$ cat src/rob_pkg.sv
`default_nettype none

package rob_pkg;

	// Physical register file
	localparam int num_phys_regs = 64;
	localparam int tag_bits = $clog2(num_phys_regs);

	// Tags 0 to 31 sit in the architectural map after reset
	localparam int first_free_tag = 32;

	// Free list sizing
	localparam int free_depth = num_phys_regs - first_free_tag;
	localparam int free_cnt_bits = $clog2(free_depth + 1); // Holds 0 to free_depth

	typedef logic [tag_bits-1:0] phys_tag_t;

	// One reorder buffer row, 15 bits
	typedef struct packed {
		phys_tag_t t_new; // Destination tag from the free list
		phys_tag_t t_old; // Previous mapping, freed at retire
		logic      halt;
		logic      ready; // Set by a CDB match
		logic      busy;
	} rob_row_t;

endpackage

`default_nettype wire

$ cat src/retire_if.sv
`timescale 1ns/1ps
`default_nettype none

// Retired rows, lane 0 oldest, lanes contiguous from 0
interface retire_if #(
	parameter int ways = 2
);
	import rob_pkg::*;

	logic      [ways-1:0] valid;
	phys_tag_t [ways-1:0] t_old;
	phys_tag_t [ways-1:0] t_new;
	logic      [ways-1:0] halt;

	modport rob_side (
		output valid, t_old, t_new, halt
	);

	// Free list only recycles the old tags
	modport list_side (
		input valid, t_old
	);

endinterface

`default_nettype wire

$ cat src/tag_cam.sv
`timescale 1ns/1ps
`default_nettype none

module tag_cam #(
	parameter int ways = 2,
	parameter int rows = 8
) (
	input  rob_pkg::phys_tag_t [rows-1:0] row_tags,
	input  logic               [ways-1:0] cdb_valid,
	input  rob_pkg::phys_tag_t [ways-1:0] cdb_tag,
	output logic               [rows-1:0] hits
);

	logic [rows-1:0][ways-1:0] match; // Row by CDB lane

	always_comb begin
		for (int r = 0; r < rows; r++) begin
			for (int w = 0; w < ways; w++) begin
				match[r][w] = cdb_valid[w] && (cdb_tag[w] == row_tags[r]);
			end
		end
	end

	// Any lane hitting the row
	always_comb begin
		for (int r = 0; r < rows; r++) begin
			hits[r] = |match[r];
		end
	end

endmodule

`default_nettype wire

$ cat src/free_list.sv
`timescale 1ns/1ps
`default_nettype none

module free_list #(
	parameter int ways = 2
) (
	input  logic                               clock,
	input  logic                               reset,
	input  logic                               flush,
	output rob_pkg::phys_tag_t [ways-1:0]      free_tags,
	output logic [rob_pkg::free_cnt_bits-1:0]  free_count,
	input  logic [$clog2(ways+1)-1:0]          take_count,
	retire_if.list_side                        retired
);
	import rob_pkg::*;

	localparam int ptr_bits = $clog2(free_depth);
	localparam int cnt_bits = $clog2(ways + 1);

	phys_tag_t [free_depth-1:0] slots;
	logic [ptr_bits-1:0]        head;
	logic [ptr_bits-1:0]        tail;
	logic [free_cnt_bits-1:0]   count;
	logic [cnt_bits-1:0]        ret_count;

	// Next tags at the head, only the first free_count are meaningful
	always_comb begin
		for (int i = 0; i < ways; i++) begin
			free_tags[i] = slots[head + ptr_bits'(i)];
		end
	end

	assign free_count = count;
	assign ret_count = cnt_bits'($countones(retired.valid)); // Lanes are contiguous

	always_ff @(posedge clock) begin
		if (reset || flush) begin
			for (int i = 0; i < free_depth; i++) begin
				slots[i] <= phys_tag_t'(first_free_tag + i);
			end
			head <= '0;
			tail <= '0; // Full queue, tail wraps onto head
			count <= free_cnt_bits'(free_depth);
		end else begin
			for (int i = 0; i < ways; i++) begin
				if (retired.valid[i]) begin
					slots[tail + ptr_bits'(i)] <= retired.t_old[i];
				end
			end
			head <= head + ptr_bits'(take_count);
			tail <= tail + ptr_bits'(ret_count);
			count <= count - free_cnt_bits'(take_count) + free_cnt_bits'(ret_count);
		end
	end

	// Grants from the ROB never outrun the queue
	a_no_underflow: assert property (@(posedge clock) disable iff (reset || flush)
		int'(take_count) <= int'(count));

	// Returns never exceed the tags handed out since the last reload
	a_no_overflow: assert property (@(posedge clock) disable iff (reset || flush)
		int'(count) - int'(take_count) + int'(ret_count) <= free_depth);

endmodule

`default_nettype wire

$ cat src/rob.sv
`timescale 1ns/1ps
`default_nettype none

module rob #(
	parameter int ways = 2,
	parameter int rob_depth = 8
) (
	input  logic                              clock,
	input  logic                              reset,
	input  logic                              flush,
	input  logic [ways-1:0]                   dispatch_valid,
	input  rob_pkg::phys_tag_t [ways-1:0]     old_tag,
	input  logic [ways-1:0]                   halt,
	output logic [ways-1:0]                   dispatch_grant,
	input  rob_pkg::phys_tag_t [ways-1:0]     free_tags,
	input  logic [rob_pkg::free_cnt_bits-1:0] free_count,
	output logic [$clog2(ways+1)-1:0]         take_count,
	input  logic [ways-1:0]                   cdb_valid,
	input  rob_pkg::phys_tag_t [ways-1:0]     cdb_tag,
	retire_if.rob_side                        retired,
	output logic [$clog2(rob_depth+1)-1:0]    free_rows
);
	import rob_pkg::*;

	localparam int ptr_bits = $clog2(rob_depth);
	localparam int cnt_bits = $clog2(ways + 1);
	localparam int row_cnt_bits = $clog2(rob_depth + 1);

	rob_row_t [rob_depth-1:0] rows_q;
	rob_row_t [rob_depth-1:0] rows_next;
	logic [ptr_bits-1:0]      head;
	logic [ptr_bits-1:0]      tail;
	logic [row_cnt_bits-1:0]  used; // Busy rows
	logic [row_cnt_bits-1:0]  used_next;
	logic [row_cnt_bits-1:0]  rows_avail;

	phys_tag_t [rob_depth-1:0] row_tags;
	logic [rob_depth-1:0]      hits;
	logic [rob_depth-1:0]      ready_now;
	logic [rob_depth-1:0]      row_retiring;

	logic [ways-1:0][ptr_bits-1:0] retire_idx;
	logic [ways-1:0][ptr_bits-1:0] dispatch_idx;
	logic [ways-1:0]               retire_go;
	logic [cnt_bits-1:0]           n_retire;
	logic [ways-1:0]               clobber;

	always_comb begin
		for (int r = 0; r < rob_depth; r++) begin
			row_tags[r] = rows_q[r].t_new;
		end
	end

	tag_cam #(
		.ways (ways),
		.rows (rob_depth)
	) cam (
		.row_tags  (row_tags),
		.cdb_valid (cdb_valid),
		.cdb_tag   (cdb_tag),
		.hits      (hits)
	);

	// A CDB hit counts as ready in the same cycle
	always_comb begin
		for (int r = 0; r < rob_depth; r++) begin
			ready_now[r] = rows_q[r].busy && (rows_q[r].ready || hits[r]);
		end
	end

	// Longest ready prefix from the head
	always_comb begin
		logic chain;
		chain = !flush;
		row_retiring = '0;
		for (int i = 0; i < ways; i++) begin
			retire_idx[i] = head + ptr_bits'(i);
			chain = chain && ready_now[retire_idx[i]];
			retire_go[i] = chain;
			if (chain) begin
				row_retiring[retire_idx[i]] = 1'b1;
			end
		end
		n_retire = cnt_bits'($countones(retire_go));
	end

	always_comb begin
		for (int i = 0; i < ways; i++) begin
			retired.valid[i] = retire_go[i];
			retired.t_old[i] = rows_q[retire_idx[i]].t_old;
			retired.t_new[i] = rows_q[retire_idx[i]].t_new;
			retired.halt[i] = rows_q[retire_idx[i]].halt;
		end
	end

	// Rows freed by this cycle's retire are usable now
	assign rows_avail = row_cnt_bits'(rob_depth) - used + row_cnt_bits'(n_retire);

	// A lane is granted only with every lower lane granted
	always_comb begin
		logic chain;
		chain = !flush;
		for (int i = 0; i < ways; i++) begin
			dispatch_idx[i] = tail + ptr_bits'(i);
			chain = chain && dispatch_valid[i]
				&& (i < int'(rows_avail)) && (i < int'(free_count));
			dispatch_grant[i] = chain;
			clobber[i] = chain && rows_q[dispatch_idx[i]].busy
				&& !row_retiring[dispatch_idx[i]];
		end
		take_count = cnt_bits'($countones(dispatch_grant));
	end

	always_comb begin
		rows_next = rows_q;
		for (int r = 0; r < rob_depth; r++) begin
			rows_next[r].ready = rows_q[r].ready || (rows_q[r].busy && hits[r]);
			if (row_retiring[r]) begin
				rows_next[r].busy = 1'b0;
			end
		end
		for (int i = 0; i < ways; i++) begin
			if (dispatch_grant[i]) begin
				rows_next[dispatch_idx[i]].t_new = free_tags[i];
				rows_next[dispatch_idx[i]].t_old = old_tag[i];
				rows_next[dispatch_idx[i]].halt = halt[i];
				rows_next[dispatch_idx[i]].ready = 1'b0;
				rows_next[dispatch_idx[i]].busy = 1'b1;
			end
		end
	end

	assign used_next = used - row_cnt_bits'(n_retire) + row_cnt_bits'(take_count);
	assign free_rows = flush ? row_cnt_bits'(rob_depth) : row_cnt_bits'(rob_depth) - used_next;

	always_ff @(posedge clock) begin
		if (reset || flush) begin
			rows_q <= '0;
			head <= '0;
			tail <= '0;
			used <= '0;
		end else begin
			rows_q <= rows_next;
			head <= head + ptr_bits'(n_retire);
			tail <= tail + ptr_bits'(take_count);
			used <= used_next;
		end
	end

	// Dispatch only lands on empty rows or rows leaving this cycle
	a_no_clobber: assert property (@(posedge clock) disable iff (reset)
		clobber == '0);

endmodule

`default_nettype wire

$ cat src/rename_retire_top.sv
`timescale 1ns/1ps
`default_nettype none

module rename_retire_top #(
	parameter int ways = 2,
	parameter int rob_depth = 8
) (
	input  logic                           clock,
	input  logic                           reset,
	input  logic                           flush,
	input  logic [ways-1:0]                dispatch_valid,
	input  rob_pkg::phys_tag_t [ways-1:0]  old_tag,
	input  logic [ways-1:0]                halt,
	output logic [ways-1:0]                dispatch_grant,
	output rob_pkg::phys_tag_t [ways-1:0]  new_tag,
	input  logic [ways-1:0]                cdb_valid,
	input  rob_pkg::phys_tag_t [ways-1:0]  cdb_tag,
	output logic [ways-1:0]                retire_valid,
	output rob_pkg::phys_tag_t [ways-1:0]  retire_t_old,
	output rob_pkg::phys_tag_t [ways-1:0]  retire_t_new,
	output logic [ways-1:0]                retire_halt,
	output logic [$clog2(rob_depth+1)-1:0] free_rows
);
	import rob_pkg::*;

	logic [free_cnt_bits-1:0]  free_count;
	logic [$clog2(ways+1)-1:0] take_count;

	retire_if #(.ways(ways)) retire_bus ();

	free_list #(
		.ways (ways)
	) tags (
		.clock      (clock),
		.reset      (reset),
		.flush      (flush),
		.free_tags  (new_tag), // Head of the free list is the offered tag
		.free_count (free_count),
		.take_count (take_count),
		.retired    (retire_bus.list_side)
	);

	rob #(
		.ways      (ways),
		.rob_depth (rob_depth)
	) reorder (
		.clock          (clock),
		.reset          (reset),
		.flush          (flush),
		.dispatch_valid (dispatch_valid),
		.old_tag        (old_tag),
		.halt           (halt),
		.dispatch_grant (dispatch_grant),
		.free_tags      (new_tag),
		.free_count     (free_count),
		.take_count     (take_count),
		.cdb_valid      (cdb_valid),
		.cdb_tag        (cdb_tag),
		.retired        (retire_bus.rob_side),
		.free_rows      (free_rows)
	);

	assign retire_valid = retire_bus.valid;
	assign retire_t_old = retire_bus.t_old;
	assign retire_t_new = retire_bus.t_new;
	assign retire_halt = retire_bus.halt;

endmodule

`default_nettype wire

$ cat config.mk
export PLATFORM = sky130hd
export DESIGN_NAME = rename_retire_top
export DESIGN_NICKNAME = d
export VERILOG_FILES = /design/src/rob_pkg.sv /design/src/retire_if.sv /design/src/tag_cam.sv /design/src/free_list.sv /design/src/rob.sv /design/src/rename_retire_top.sv
export SDC_FILE = /design/constraint.sdc
export NUM_CORES = 1
export LEC_CHECK = 0
export ABC_AREA = 1
export CORE_UTILIZATION = 29
export CTS_BUF_LIST = sky130_fd_sc_hd__clkbuf_4 sky130_fd_sc_hd__clkbuf_8
export DETAILED_ROUTE_END_ITERATION = 7
export DONT_BUFFER_PORTS = 1
export HOLD_SLACK_MARGIN = 0.15
export PLACE_DENSITY = 0.54
export SLEW_MARGIN = 20
export SYNTH_ARGS = -nofsm -noshare
export SYNTH_HDL_FRONTEND = slang
export SYNTH_SLANG_ARGS = --single-unit
$ cat constraint.sdc
create_clock -name clock -period 17.8 [get_ports clock]
set_clock_uncertainty 0.2 [all_clocks]
set_input_delay 3.56 -clock clock [delete_from_list [all_inputs] [get_ports clock]]
set_output_delay 3.56 -clock clock [all_outputs]
set_load 0.005 [all_outputs]
== Word-level counts from Yosys, hierarchy flattened ==
Cells that the tools add are included.
Widths: inputs -> output; s select.
Word-level totals
  flip-flop bits (word level): 338
Operators by class
  mux-type cells: 68
  magnitude comparators: 18
  add/sub/neg operators: 17
  bitwise operators: 1
  reduce and logical (&&, ||, !) cells: 72
  eq/ne operators: 16
Operators with widths (count)
  $bwmux 120: 10
  $mux 192: 3
  $demux 15 s3: 10
  $bwmux 192: 2
  $mux 120: 2
  $eq 6x6->1: 16
  $bmux 15 s3: 2
  $bmux 6 s5: 2
  $demux 6 s5: 2
  $mux 15: 4
  $logic_and 1x1->1: 46
  $lt 5x6->1 const B: 4
  $mux 6: 4
  $mux 9: 2
  $logic_or 1x1->1: 17
  $lt 3x4->1 const B: 4
  $mux 8: 2
  $reduce_or 2->1: 8
  $mux 1: 14
  $ge 3x1->1 const B: 4
  $lt 1x6->1 const A: 2
  $add 5x1->5 const B: 2
  $add 5x2->5: 2
  $ge 5x1->1 const B: 2
  16 further kinds: 26

== Longest topological paths before layout ==
Gate-level depths: netlist of run 1.
  depth after elaboration: 24
  depth in mapped cells: 42

== Hierarchy ==
A second synthesis of run 1 with hierarchy kept.
Unflattened totals
  cells, all modules: 4326
  area total of the unflattened synthesis: 24876.4 um^2
Modules (own cells, without submodules)
  free_list: times used 1, cells each 2514, area each 14521.4 um^2
  rob: times used 1, cells each 1409, area each 8640.8 um^2
  tag_cam: times used 1, cells each 403, area each 1714.1 um^2

== Least setup slack after synthesis of run 1 ==
OpenSTA, ideal clock, no wires.
  kind: input -> output
  start point: input port cdb_tag[1] (netlist name)
  end point: output port free_rows[3]
  buffers on the path: 3
  data required time: 14040 ps
  cell stages on the path: 37
  setup slack: 5780 ps
  data arrival time: 8260 ps
  cell sequence: buf_2 inv_2 nand2_1 nand2_1 nor3_1 nand2_1 nand3_1 nand2_1 nand2_1 nand2_1 nor2_1 nand2_2 inv_2 buf_2 buf_2 nor2_1 inv_1 ha_1 inv_1 fa_1 xor2_1 nand2_1 nor2_1 nand2_1 nand2_1 nor2_1 ha_1 ha_1 inv_1 ha_1 inv_1 fa_1 xnor2_1 inv_1 nand3_1 or2_2 nand3_1
On the way
  longest elaborated chain between the ends: 21
  elaborated cells on any way between the ends: 60
  classes of those cells: add/sub (6); order compare (2); eq/ne (8); mux (5); reduce/logical (39)
Ends and longest elaborated chain
  start, declared: line rename_retire_top.sv:17  | input rob_pkg::phys_tag_t [ways-1:0] cdb_tag,
  $eq 6x6->1: line tag_cam.sv:19  | match[r][w] = cdb_valid[w] && (cdb_tag[w] == row_tags[r]);
  $logic_and 1x1->1: line tag_cam.sv:19
  $reduce_or 2->1: line tag_cam.sv:27  | hits[r] = |match[r];
  $logic_or 1x1->1: line rob.sv:67  | ready_now[r] = rows_q[r].busy && (rows_q[r].ready || hits[r]);
  $logic_and 1x1->1: line rob.sv:67
  $bmux 1 s3: line rob.sv:78  | chain = chain && ready_now[retire_idx[i]];
  $mux 1 (implied by the code): line rob.sv:78
  $logic_and 1x1->1 (2 in series): line rob.sv:78
  [3 not listed]
  $logic_and 1x1->1 (2 in series): line rob.sv:106  | && (i < int'(rows_avail)) && (i < int'(free_count));
  $logic_and 1x1->1: line rob.sv:105  | chain = chain && dispatch_valid[i]
  $logic_and 1x1->1 * (2 in series): line rob.sv:106
  net dispatch_grant[1]: line rename_retire_top.sv:14  | output logic [ways-1:0] dispatch_grant,
  $add 1x1->2 (implied by the code) *: line rob.sv:111  | take_count = cnt_bits'($countones(dispatch_grant));
  $add 4x2->4 *: line rob.sv:133  | assign used_next = used - row_cnt_bits'(n_retire) + row_cnt_bits'(take_count);
  $sub 4x4->4 *: line rob.sv:134  | assign free_rows = flush ? row_cnt_bits'(rob_depth) : row_cnt_bits'(rob_depth) - used_next;
  $mux 4 *: line rob.sv:134
  end, declared: line rename_retire_top.sv:22  | output logic [$clog2(rob_depth+1)-1:0] free_rows
The timed path passes the listed nets; every way through them passes the cells marked *. The select of a mux whose other input is x is not followed.

== Worst setup path in the final report of run 1 ==
  start point: input port cdb_tag[11] (netlist name)
  end point: output port free_rows[3]
The elaborated chain is that of the path after synthesis.

==> impl_metrics.csv, run 1 <==
group,metric,value,unit
power,power_density,75.6,nW/µm²
synth,synth_edf_count,0,
worst_setup_path,cp-end-kind,"output port",
drt,drt-initial-drc-count,3616,
floorplanning,die_w,289,µm
hold_path,hold_path.startpoint,"reorder.rows_q[107]$_SDFF_PP0_",
synth,synthXorXnorAreaFrac,0.911,%
worst_setup_path,ff2ff_path_depth,26,
worst_setup_path,r2r-start,"reorder.head[0]$_SDFF_PP0_",
timing,fmax,0.0777,GHz
grt,grt_pass1_wl,170000,µm
drt,drt_first_pass_iters,6,
cells_and_area,nets,3962,
power,ir_worst_vdd,0.0000351,V
grt,grt_pass1_vias,25200,
clock_network,cts_resized,0,
synth,ys_warn_count,0,
worst_setup_path,reg2reg_setup_slack,10.06,ns
worst_setup_path,crit_arrival,9.10,ns
worst_setup_path,cp-start-kind,"input pin",
worst_setup_path,crit_path_max_fanout,26,
synth,syn-cell-area,23900,µm²
worst_setup_path,critPathRequiredTime,14.04,ns
synth,yosysTopAreaCell,"dfxtp_1",
cells_and_area,fin_cells,5005,
hold_path,whs_path_depth,2,
clock_network,clock_path_buffers,3,
synth,synth_fp_nets,4079,
drt,antenna_left,0,
place,globalplace.congestion,1.06,
clock_network,cts-htree-levels,3,
clock_network,cts_sinks,338,
timing,tightest_slew,1.15,ns
place,port-buffer-count,0,
timing,maxSlewViolCount,0,
synth,synth_compound_area_share,19.7,%
synth,ys_ff_latch,338,
place,dp.cells,4886,
floorplanning,num_rows,104,
synth,synth_top_family_by_area,"simple AND/OR/NAND/NOR gates",
floorplanning,die-height,289,µm
timing,fin_crit_sh,72.3,%
timing,rsz0062_at_grt,"false",
worst_setup_path,crit_top_cell,"nand2_1",
clock_network,ctsHoldBuffers,0,
grt,antenna_found_initial,3,
floorplanning,io_pins,79,
clock_network,cts_setup_buffers,0,
synth,synthArstFlopShare,0,%
synth,yosysSeqAreaShare,28.3,%
synth,netlist_top_cells_area,"dfxtp_1, nand2_1, nand3_1, o21ai_0, inv_1",
synth,synth_ff_type,"dfxtp_1",
drt,routed_wl,117000,µm
cells_and_area,drive_above_1_share,6.80,%
worst_setup_path,cp.depth,33,
synth,synth_area_per_cell,5.96,µm²
synth,synth_cell_types,48,
clock_network,cts_tree,"built",
floorplanning,core_area,81100,µm²
synth,synth-simple-area-share,36.3,%
worst_setup_path,r2r_end,"reorder.rows_q[35]$_SDFF_PP0_",
grt,overflow,0,
grt,gr-usage-all-layers,27.3,%
drt,drc,0,
power,p_leak,11.2,nW
drt,wl_per_cell,23.3,µm
cells_and_area,area_growth,9.00,%
job,maxCapViolCount,0,
drt,vias_per_cell,5.57,
synth,synth_fa_ha_area_share,2.06,%
clock_network,cts_root_buf,"clkbuf_8",
clock_network,numCtsBuffers,67,
hold_path,hold_path.class,"flip-flop to flip-flop",
timing,final-setup-viol-count,0,
timing,final_hold_viol_count,0,
clock_network,path_clk_slew,0.06,ns
grt,grt_max_degree,104,
clock_network,clk_latency,0.67,ns
synth,synth_top_area_share,28.3,%
worst_setup_path,slowest_stage,"inv_2",
timing,max_slew_margin,22.9,%
outcome,status,"finished, final reports clean",
worst_setup_path,cpLargestDelayFamily,"simple AND/OR/NAND/NOR gates",
worst_setup_path,cp_num_buf_inv,7,
timing,fin_tns_setup,0,ns
timing,min_period,12.86,ns
floorplanning,die-area,83600,µm²
worst_setup_path,cpPeakStageDelay,0.53,ns
worst_setup_path,crit_type,"input pin to output port",
synth,synthCells,4012,
synth,synth.area.mux_share,0,%
floorplanning,initial_utilization,29.5,%
hold_path,holdPathEnd,"reorder.rows_q[107]$_SDFF_PP0_",
drt,detailroute.via_count,27900,
place,hpwl,77500,µm
[synth_stat cells (all sizes together), types with 2 or more instances]
library cell and instances:
inv 517, nor3 37, or4 2, nand4 76, a31oi 28, o22ai 67, o2111ai 5, a22oi 6
buf 89, ha 25, nand2 1019, nor2 389, o221ai 3, a221oi 32, nand3 479, fa 9
o2111a 2, o211ai 26, o21ai 389, clkinv 11, clkbuf 156, xor2 10, a21oi 231, or2 2
xnor2 14, a211oi 43, o2bb2ai 2, dfxtp 338
[registers in the layout, indices dropped and copies added (netlist names)]
register,flops
tags.slots,192
reorder.rows_q,72
reorder.row_tags,48
tags.free_count,6
tags.head,5
tags.tail,5
reorder.used,4
reorder.head,3
reorder.tail,3
[where the power goes]
group / switching (W) / internal [W]
clock: 0.000392 / 0.000465
combinational: 0.000249 / 0.0000838
sequential: 0.0000130 / 0.000766
[cells by family (layout without fill, tap and decap cells)]
kind of cell / count (synthesis) / in the layout
other: 0 / 3
buffers and inverters: 773 / 703
AND/OR/NAND/NOR: 2006 / 2006
AO/OA/AOI/OAI: 837 / 837
adder cells (fa/ha/maj): 34 / 34
flip-flops: 338 / 338
XOR/XNOR: 24 / 24
[layout make-up]
type / count / area (µm²)
Antenna cell: 3 / 7.51
Clock buffer: 103 / 1300
Clock inverter: 13 / 82.6
Fill cell: 9056 / 55000
Inverter: 528 / 1980
Multi-Input combinational cell: 2901 / 14100
Sequential cell: 338 / 6770
Tap cell: 1060 / 1330
Timing Repair Buffer: 59 / 443
[layout by cell type, fill, tap and decap left out, types with 3 or more instances in the layout]
| master | n |
|---|---|
| o21ai_1 | 6 |
| o211ai_1 | 26 |
| o22ai_1 | 67 |
| fa_1 | 9 |
| clkinvlp_4 | 4 |
| nand2_1 | 1011 |
| nand4_1 | 76 |
| clkinv_2 | 7 |
| ha_1 | 24 |
| nand3_2 | 7 |
| inv_2 | 22 |
| nor3_1 | 24 |
| nor2_8 | 4 |
| buf_4 | 59 |
| nand3_1 | 471 |
| nor3_2 | 12 |
| a22oi_1 | 6 |
| xnor2_1 | 13 |
| inv_1 | 493 |
| clkbuf_8 | 84 |
| o221ai_1 | 3 |
| nand2_2 | 8 |
| a211oi_1 | 43 |
| a21oi_1 | 231 |
| nor2_1 | 358 |
| nor2_2 | 13 |
| a31oi_2 | 4 |
| o21ai_0 | 383 |
| a221oi_1 | 32 |
| clkbuf_4 | 19 |
| o2111ai_1 | 5 |
| clkinv_1 | 12 |
| diode_2 | 3 |
| xor2_1 | 10 |
| nor2_4 | 14 |
| dfxtp_1 | 336 |
| a31oi_1 | 24 |
[per-layer routing]
metal | routed length, µm | part of all wire [%] | vias up | track usage [%]
met5 | 0 | 0 | - | 0
li1 | - | - | 12900 | -
met3 | 12200 | 10 | 348 | 5.21
met2 | 49100 | 42 | 1609 | 40.8
met1 | 49100 | 42 | 13000 | 37.4
met4 | 6140 | 5.3 | 0 | 13.7
[worst max path at each step]
stage                     start      endpoint  slack (ns)
detailed placement  cdb_tag[11]  free_rows[3]        4.93
CTS                 cdb_tag[11]  free_rows[3]        4.94
finish              cdb_tag[11]  free_rows[3]        4.94
global route         cdb_tag[0]  free_rows[3]        4.41
floorplan            cdb_tag[1]  free_rows[3]        5.78
global placement     cdb_tag[9]  free_rows[2]        4.98
[tightest hold or removal path, delay by kind of cell (launching register included)]
kind               cells  cell delay [ns]
DFF                    1             0.31
and+or+nand+nor        1             0.06
AOI/OAI and AO/OA      1             0.06
[through the flow]
stage	power, W	instance area [µm²]	utilization [%]	hold slack (ns)	setup slack, ns
final	0.00197	26100	32.1	0.282	4.94
after global routing	0.00204	26100	32.1	0.297	4.41
after CTS	0.00197	26000	32.1	0.275	4.94
after detailed placement	0.00112	24700	30.4	0.267	4.93
after global placement	0.00112	24700	30.4	0.267	4.98
after floorplan	0.000999	23900	-	0.242	5.78
Note: power is estimated with default switching activity, not from simulation.
==> run 2: changes to the inputs <==
ABC_AREA = 0   (was 1)
clock period = 12.9 ns   (was 17.8 ns; I/O delays follow)
==> run 2 against run 1 <==
Clock power is 34% higher; largest cell class unchanged; sequential share of layout area is 2.3 points higher; critical path type unchanged; cell area is 8.1% lower; sequential power is 39% higher; global-route usage is 4.7 points lower.
==> impl_metrics.csv, run 2 <==
group,metric,value,unit
clock_network,cts-htree-levels,3,
cells_and_area,drive_above_1_share,18.9,%
timing,final_hold_viol_count,0,
grt,gr-usage-all-layers,22.7,%
timing,tightest_slew,1.22,ns
synth,ys_ff_latch,338,
cells_and_area,mostFrequentLayoutCells,"dfxtp_1, mux2i_1, nor2_1",
worst_setup_path,crit_path_max_fanout,24,
floorplanning,io_pins,79,
synth,yosys-top-cells-count,"dfxtp_1, mux2i_1, nor2_1",
clock_network,cts_setup_buffers,0,
hold_path,hold_path.class,"flip-flop to flip-flop",
power,power_density,106,nW/µm²
clock_network,numCtsBuffers,67,
job,maxCapViolCount,0,
floorplanning,core_area,74400,µm²
floorplanning,num_rows,100,
timing,fin_crit_sh,90.4,%
grt,overflow,0,
synth,synthArstFlopShare,0,%
cells_and_area,final_common_cell,"dfxtp_1",
clock_network,path_clk_slew,0.05,ns
cells_and_area,area_growth,9.63,%
drt,drt_first_pass_iters,6,
power,p_leak,8.30,nW
floorplanning,initial_utilization,29.3,%
drt,wl_per_cell,28.6,µm
timing,rsz0062_at_grt,"false",
outcome,status,"finished, final reports clean",
worst_setup_path,critPathRequiredTime,10.12,ns
cells_and_area,largest_register_ffs,192,
timing,max_slew_margin,18.7,%
worst_setup_path,cp-end-kind,"output port",
synth,yosysSeqAreaShare,31.0,%
clock_network,clk_latency,0.65,ns
place,globalplace.congestion,0.965,
clock_network,ctsHoldBuffers,0,
clock_network,clock_path_buffers,3,
clock_network,cts_resized,0,
synth,synth_ff_type,"dfxtp_1",
cells_and_area,nets,2154,
grt,grt_pass1_vias,19300,
drt,antenna_left,0,
floorplanning,die-area,76400,µm²
synth,synth_top_area_share,31.0,%
grt,grt_max_degree,184,
worst_setup_path,cp-start-kind,"input pin",
timing,min_period,11.66,ns
synth,synth_fp_nets,2252,
clock_network,cts_sinks,338,
timing,fin_tns_setup,0,ns
drt,vias_per_cell,6.28,
synth,synth_most_common_cell,"dfxtp_1",
synth,synthCells,2185,
synth,netlist_top_cells_area,"dfxtp_1, mux4_2, mux2i_1, o221ai_1, xnor2_1",
cells_and_area,final_util,32.2,%
place,port-buffer-count,0,
cells_and_area,seq_area,6780,µm²
cells_and_area,multi_input_area,14100,µm²
place,hpwl,59300,µm
timing,maxSlewViolCount,0,
timing,fmax,0.0857,GHz
synth,ys_warn_count,0,
clock_network,cts_root_buf,"clkbuf_8",
floorplanning,die_w,276,µm
cells_and_area,top_register,"tags.slots",
drt,detailroute.via_count,19500,
cells_and_area,fillers,7545,
grt,grt_pass1_wl,132000,µm
power,ir_worst_vdd,0.0000512,V
worst_setup_path,crit_type,"input pin to output port",
floorplanning,die-height,276,µm
synth,syn-cell-area,21800,µm²
drt,drt-initial-drc-count,2298,
grt,antenna_found_initial,3,
drt,routed_wl,88800,µm
synth,synth_cell_types,72,
timing,final-setup-viol-count,0,
synth,synth_area_per_cell,9.99,µm²
worst_setup_path,crit_arrival,8.88,ns
synth,synth_edf_count,0,
clock_network,cts_tree,"built",
drt,drc,0,
synth,yosysTopAreaCell,"dfxtp_1",
[run 2: cell count changes in the layout (fill, tap and decap cells not counted), moves of 136 or more]
cell / previous run / this run
o21ai_0: 383 / 40
nor2_1: 358 / 144
mux4_2: 0 / 136
a21oi_1: 231 / 17
nand3_1: 471 / 36
inv_1: 493 / 45
nand2_1: 1011 / 111
mux2i_1: 0 / 253
[run 2: critical path: stages]
cell	delay, ns
xnor2_1	0.13
nand4_1	0.11
nor4_1	0.47
a211oi_1	0.27
o2bb2ai_1	0.83
nand2_2	0.71
nor2_1	0.50
inv_1	0.12
ha_1	0.21
inv_1	0.08
fa_1	0.41
inv_1	0.10
o211ai_1	0.14
and2_1	0.19
ha_1	0.34
ha_1	0.31
inv_1	0.09
ha_1	0.17
inv_1	0.06
fa_1	0.38
xor2_1	0.28
nand3_1	0.13
xnor2_1	0.17
nand2b_1	0.10
[run 2: kinds of logic after synthesis]
kind of cell,synth area share [%]
buffers and inverters,5.13
and+or+nand+nor,12.4
adders and majority gates,2.26
AOI/OAI and AO/OA,16.5
DFF,31.0
xor gates and xnor gates,4.77
muxes,27.9
[run 2: final timing paths]
check                                                    from                         endpoint  slack [ns]  cells past startpoint
worst max-delay path                               cdb_tag[2]                     free_rows[3]        1.24                     24
worst min-delay path            reorder.rows_q[68]$_SDFF_PP0_    reorder.rows_q[68]$_SDFF_PP0_        0.30                      2
worst max register to register     reorder.head[0]$_SDFF_PP0_  reorder.row_tags[15]$_SDFF_PP0_        5.20                     18
worst min register to register  reorder.rows_q[68]$_SDFF_PP0_    reorder.rows_q[68]$_SDFF_PP0_        0.30                      2
[run 2: final cells by class]
type | count | area share, %
multi-input combinational | 1587 | 58.7
sequential | 338 | 28.3
clock buffer | 105 | 5.36
inverter | 48 | 0.753
tap | 969 | 5.07
clock inverter | 8 | 0.298
antenna | 2 | 0.0209
timing repair buffer | 45 | 1.46
[run 2: power by group]
part	internal, W	switching, W	leakage (nW)
sequential	0.00106	0.0000196	2.73
clock	0.000648	0.000505	0.731
combinational	0.000125	0.000190	4.83
total	0.00183	0.000714	8.30
[run 2: per-layer routing]
metal,track usage [%],part of all wire (%),routed length (µm),vias to the layer above
met3,5.29,9.1,8060,285
met1,28.4,39,34700,9772
met2,36.1,46,41000,1172
met5,0,0.030,27,-
li1,-,-,-,8254
met4,12.1,5.6,4940,4
[run 2: stage by stage]
step	hold WS (ns)	instances	cell area (µm²)	power, W	worst slack (ns)
2_1_floorplan	0.274	2185	21800	0.00133	2.32
3_3_place_gp	0.292	2987	22600	0.00140	1.42
3_5_place_dp	0.294	2987	22600	0.00141	1.20
4_1_cts	0.305	3100	23900	0.00256	1.20
5_1_grt	0.335	3100	23900	0.00263	0.788
6_report	0.304	3102	23900	0.00254	1.24
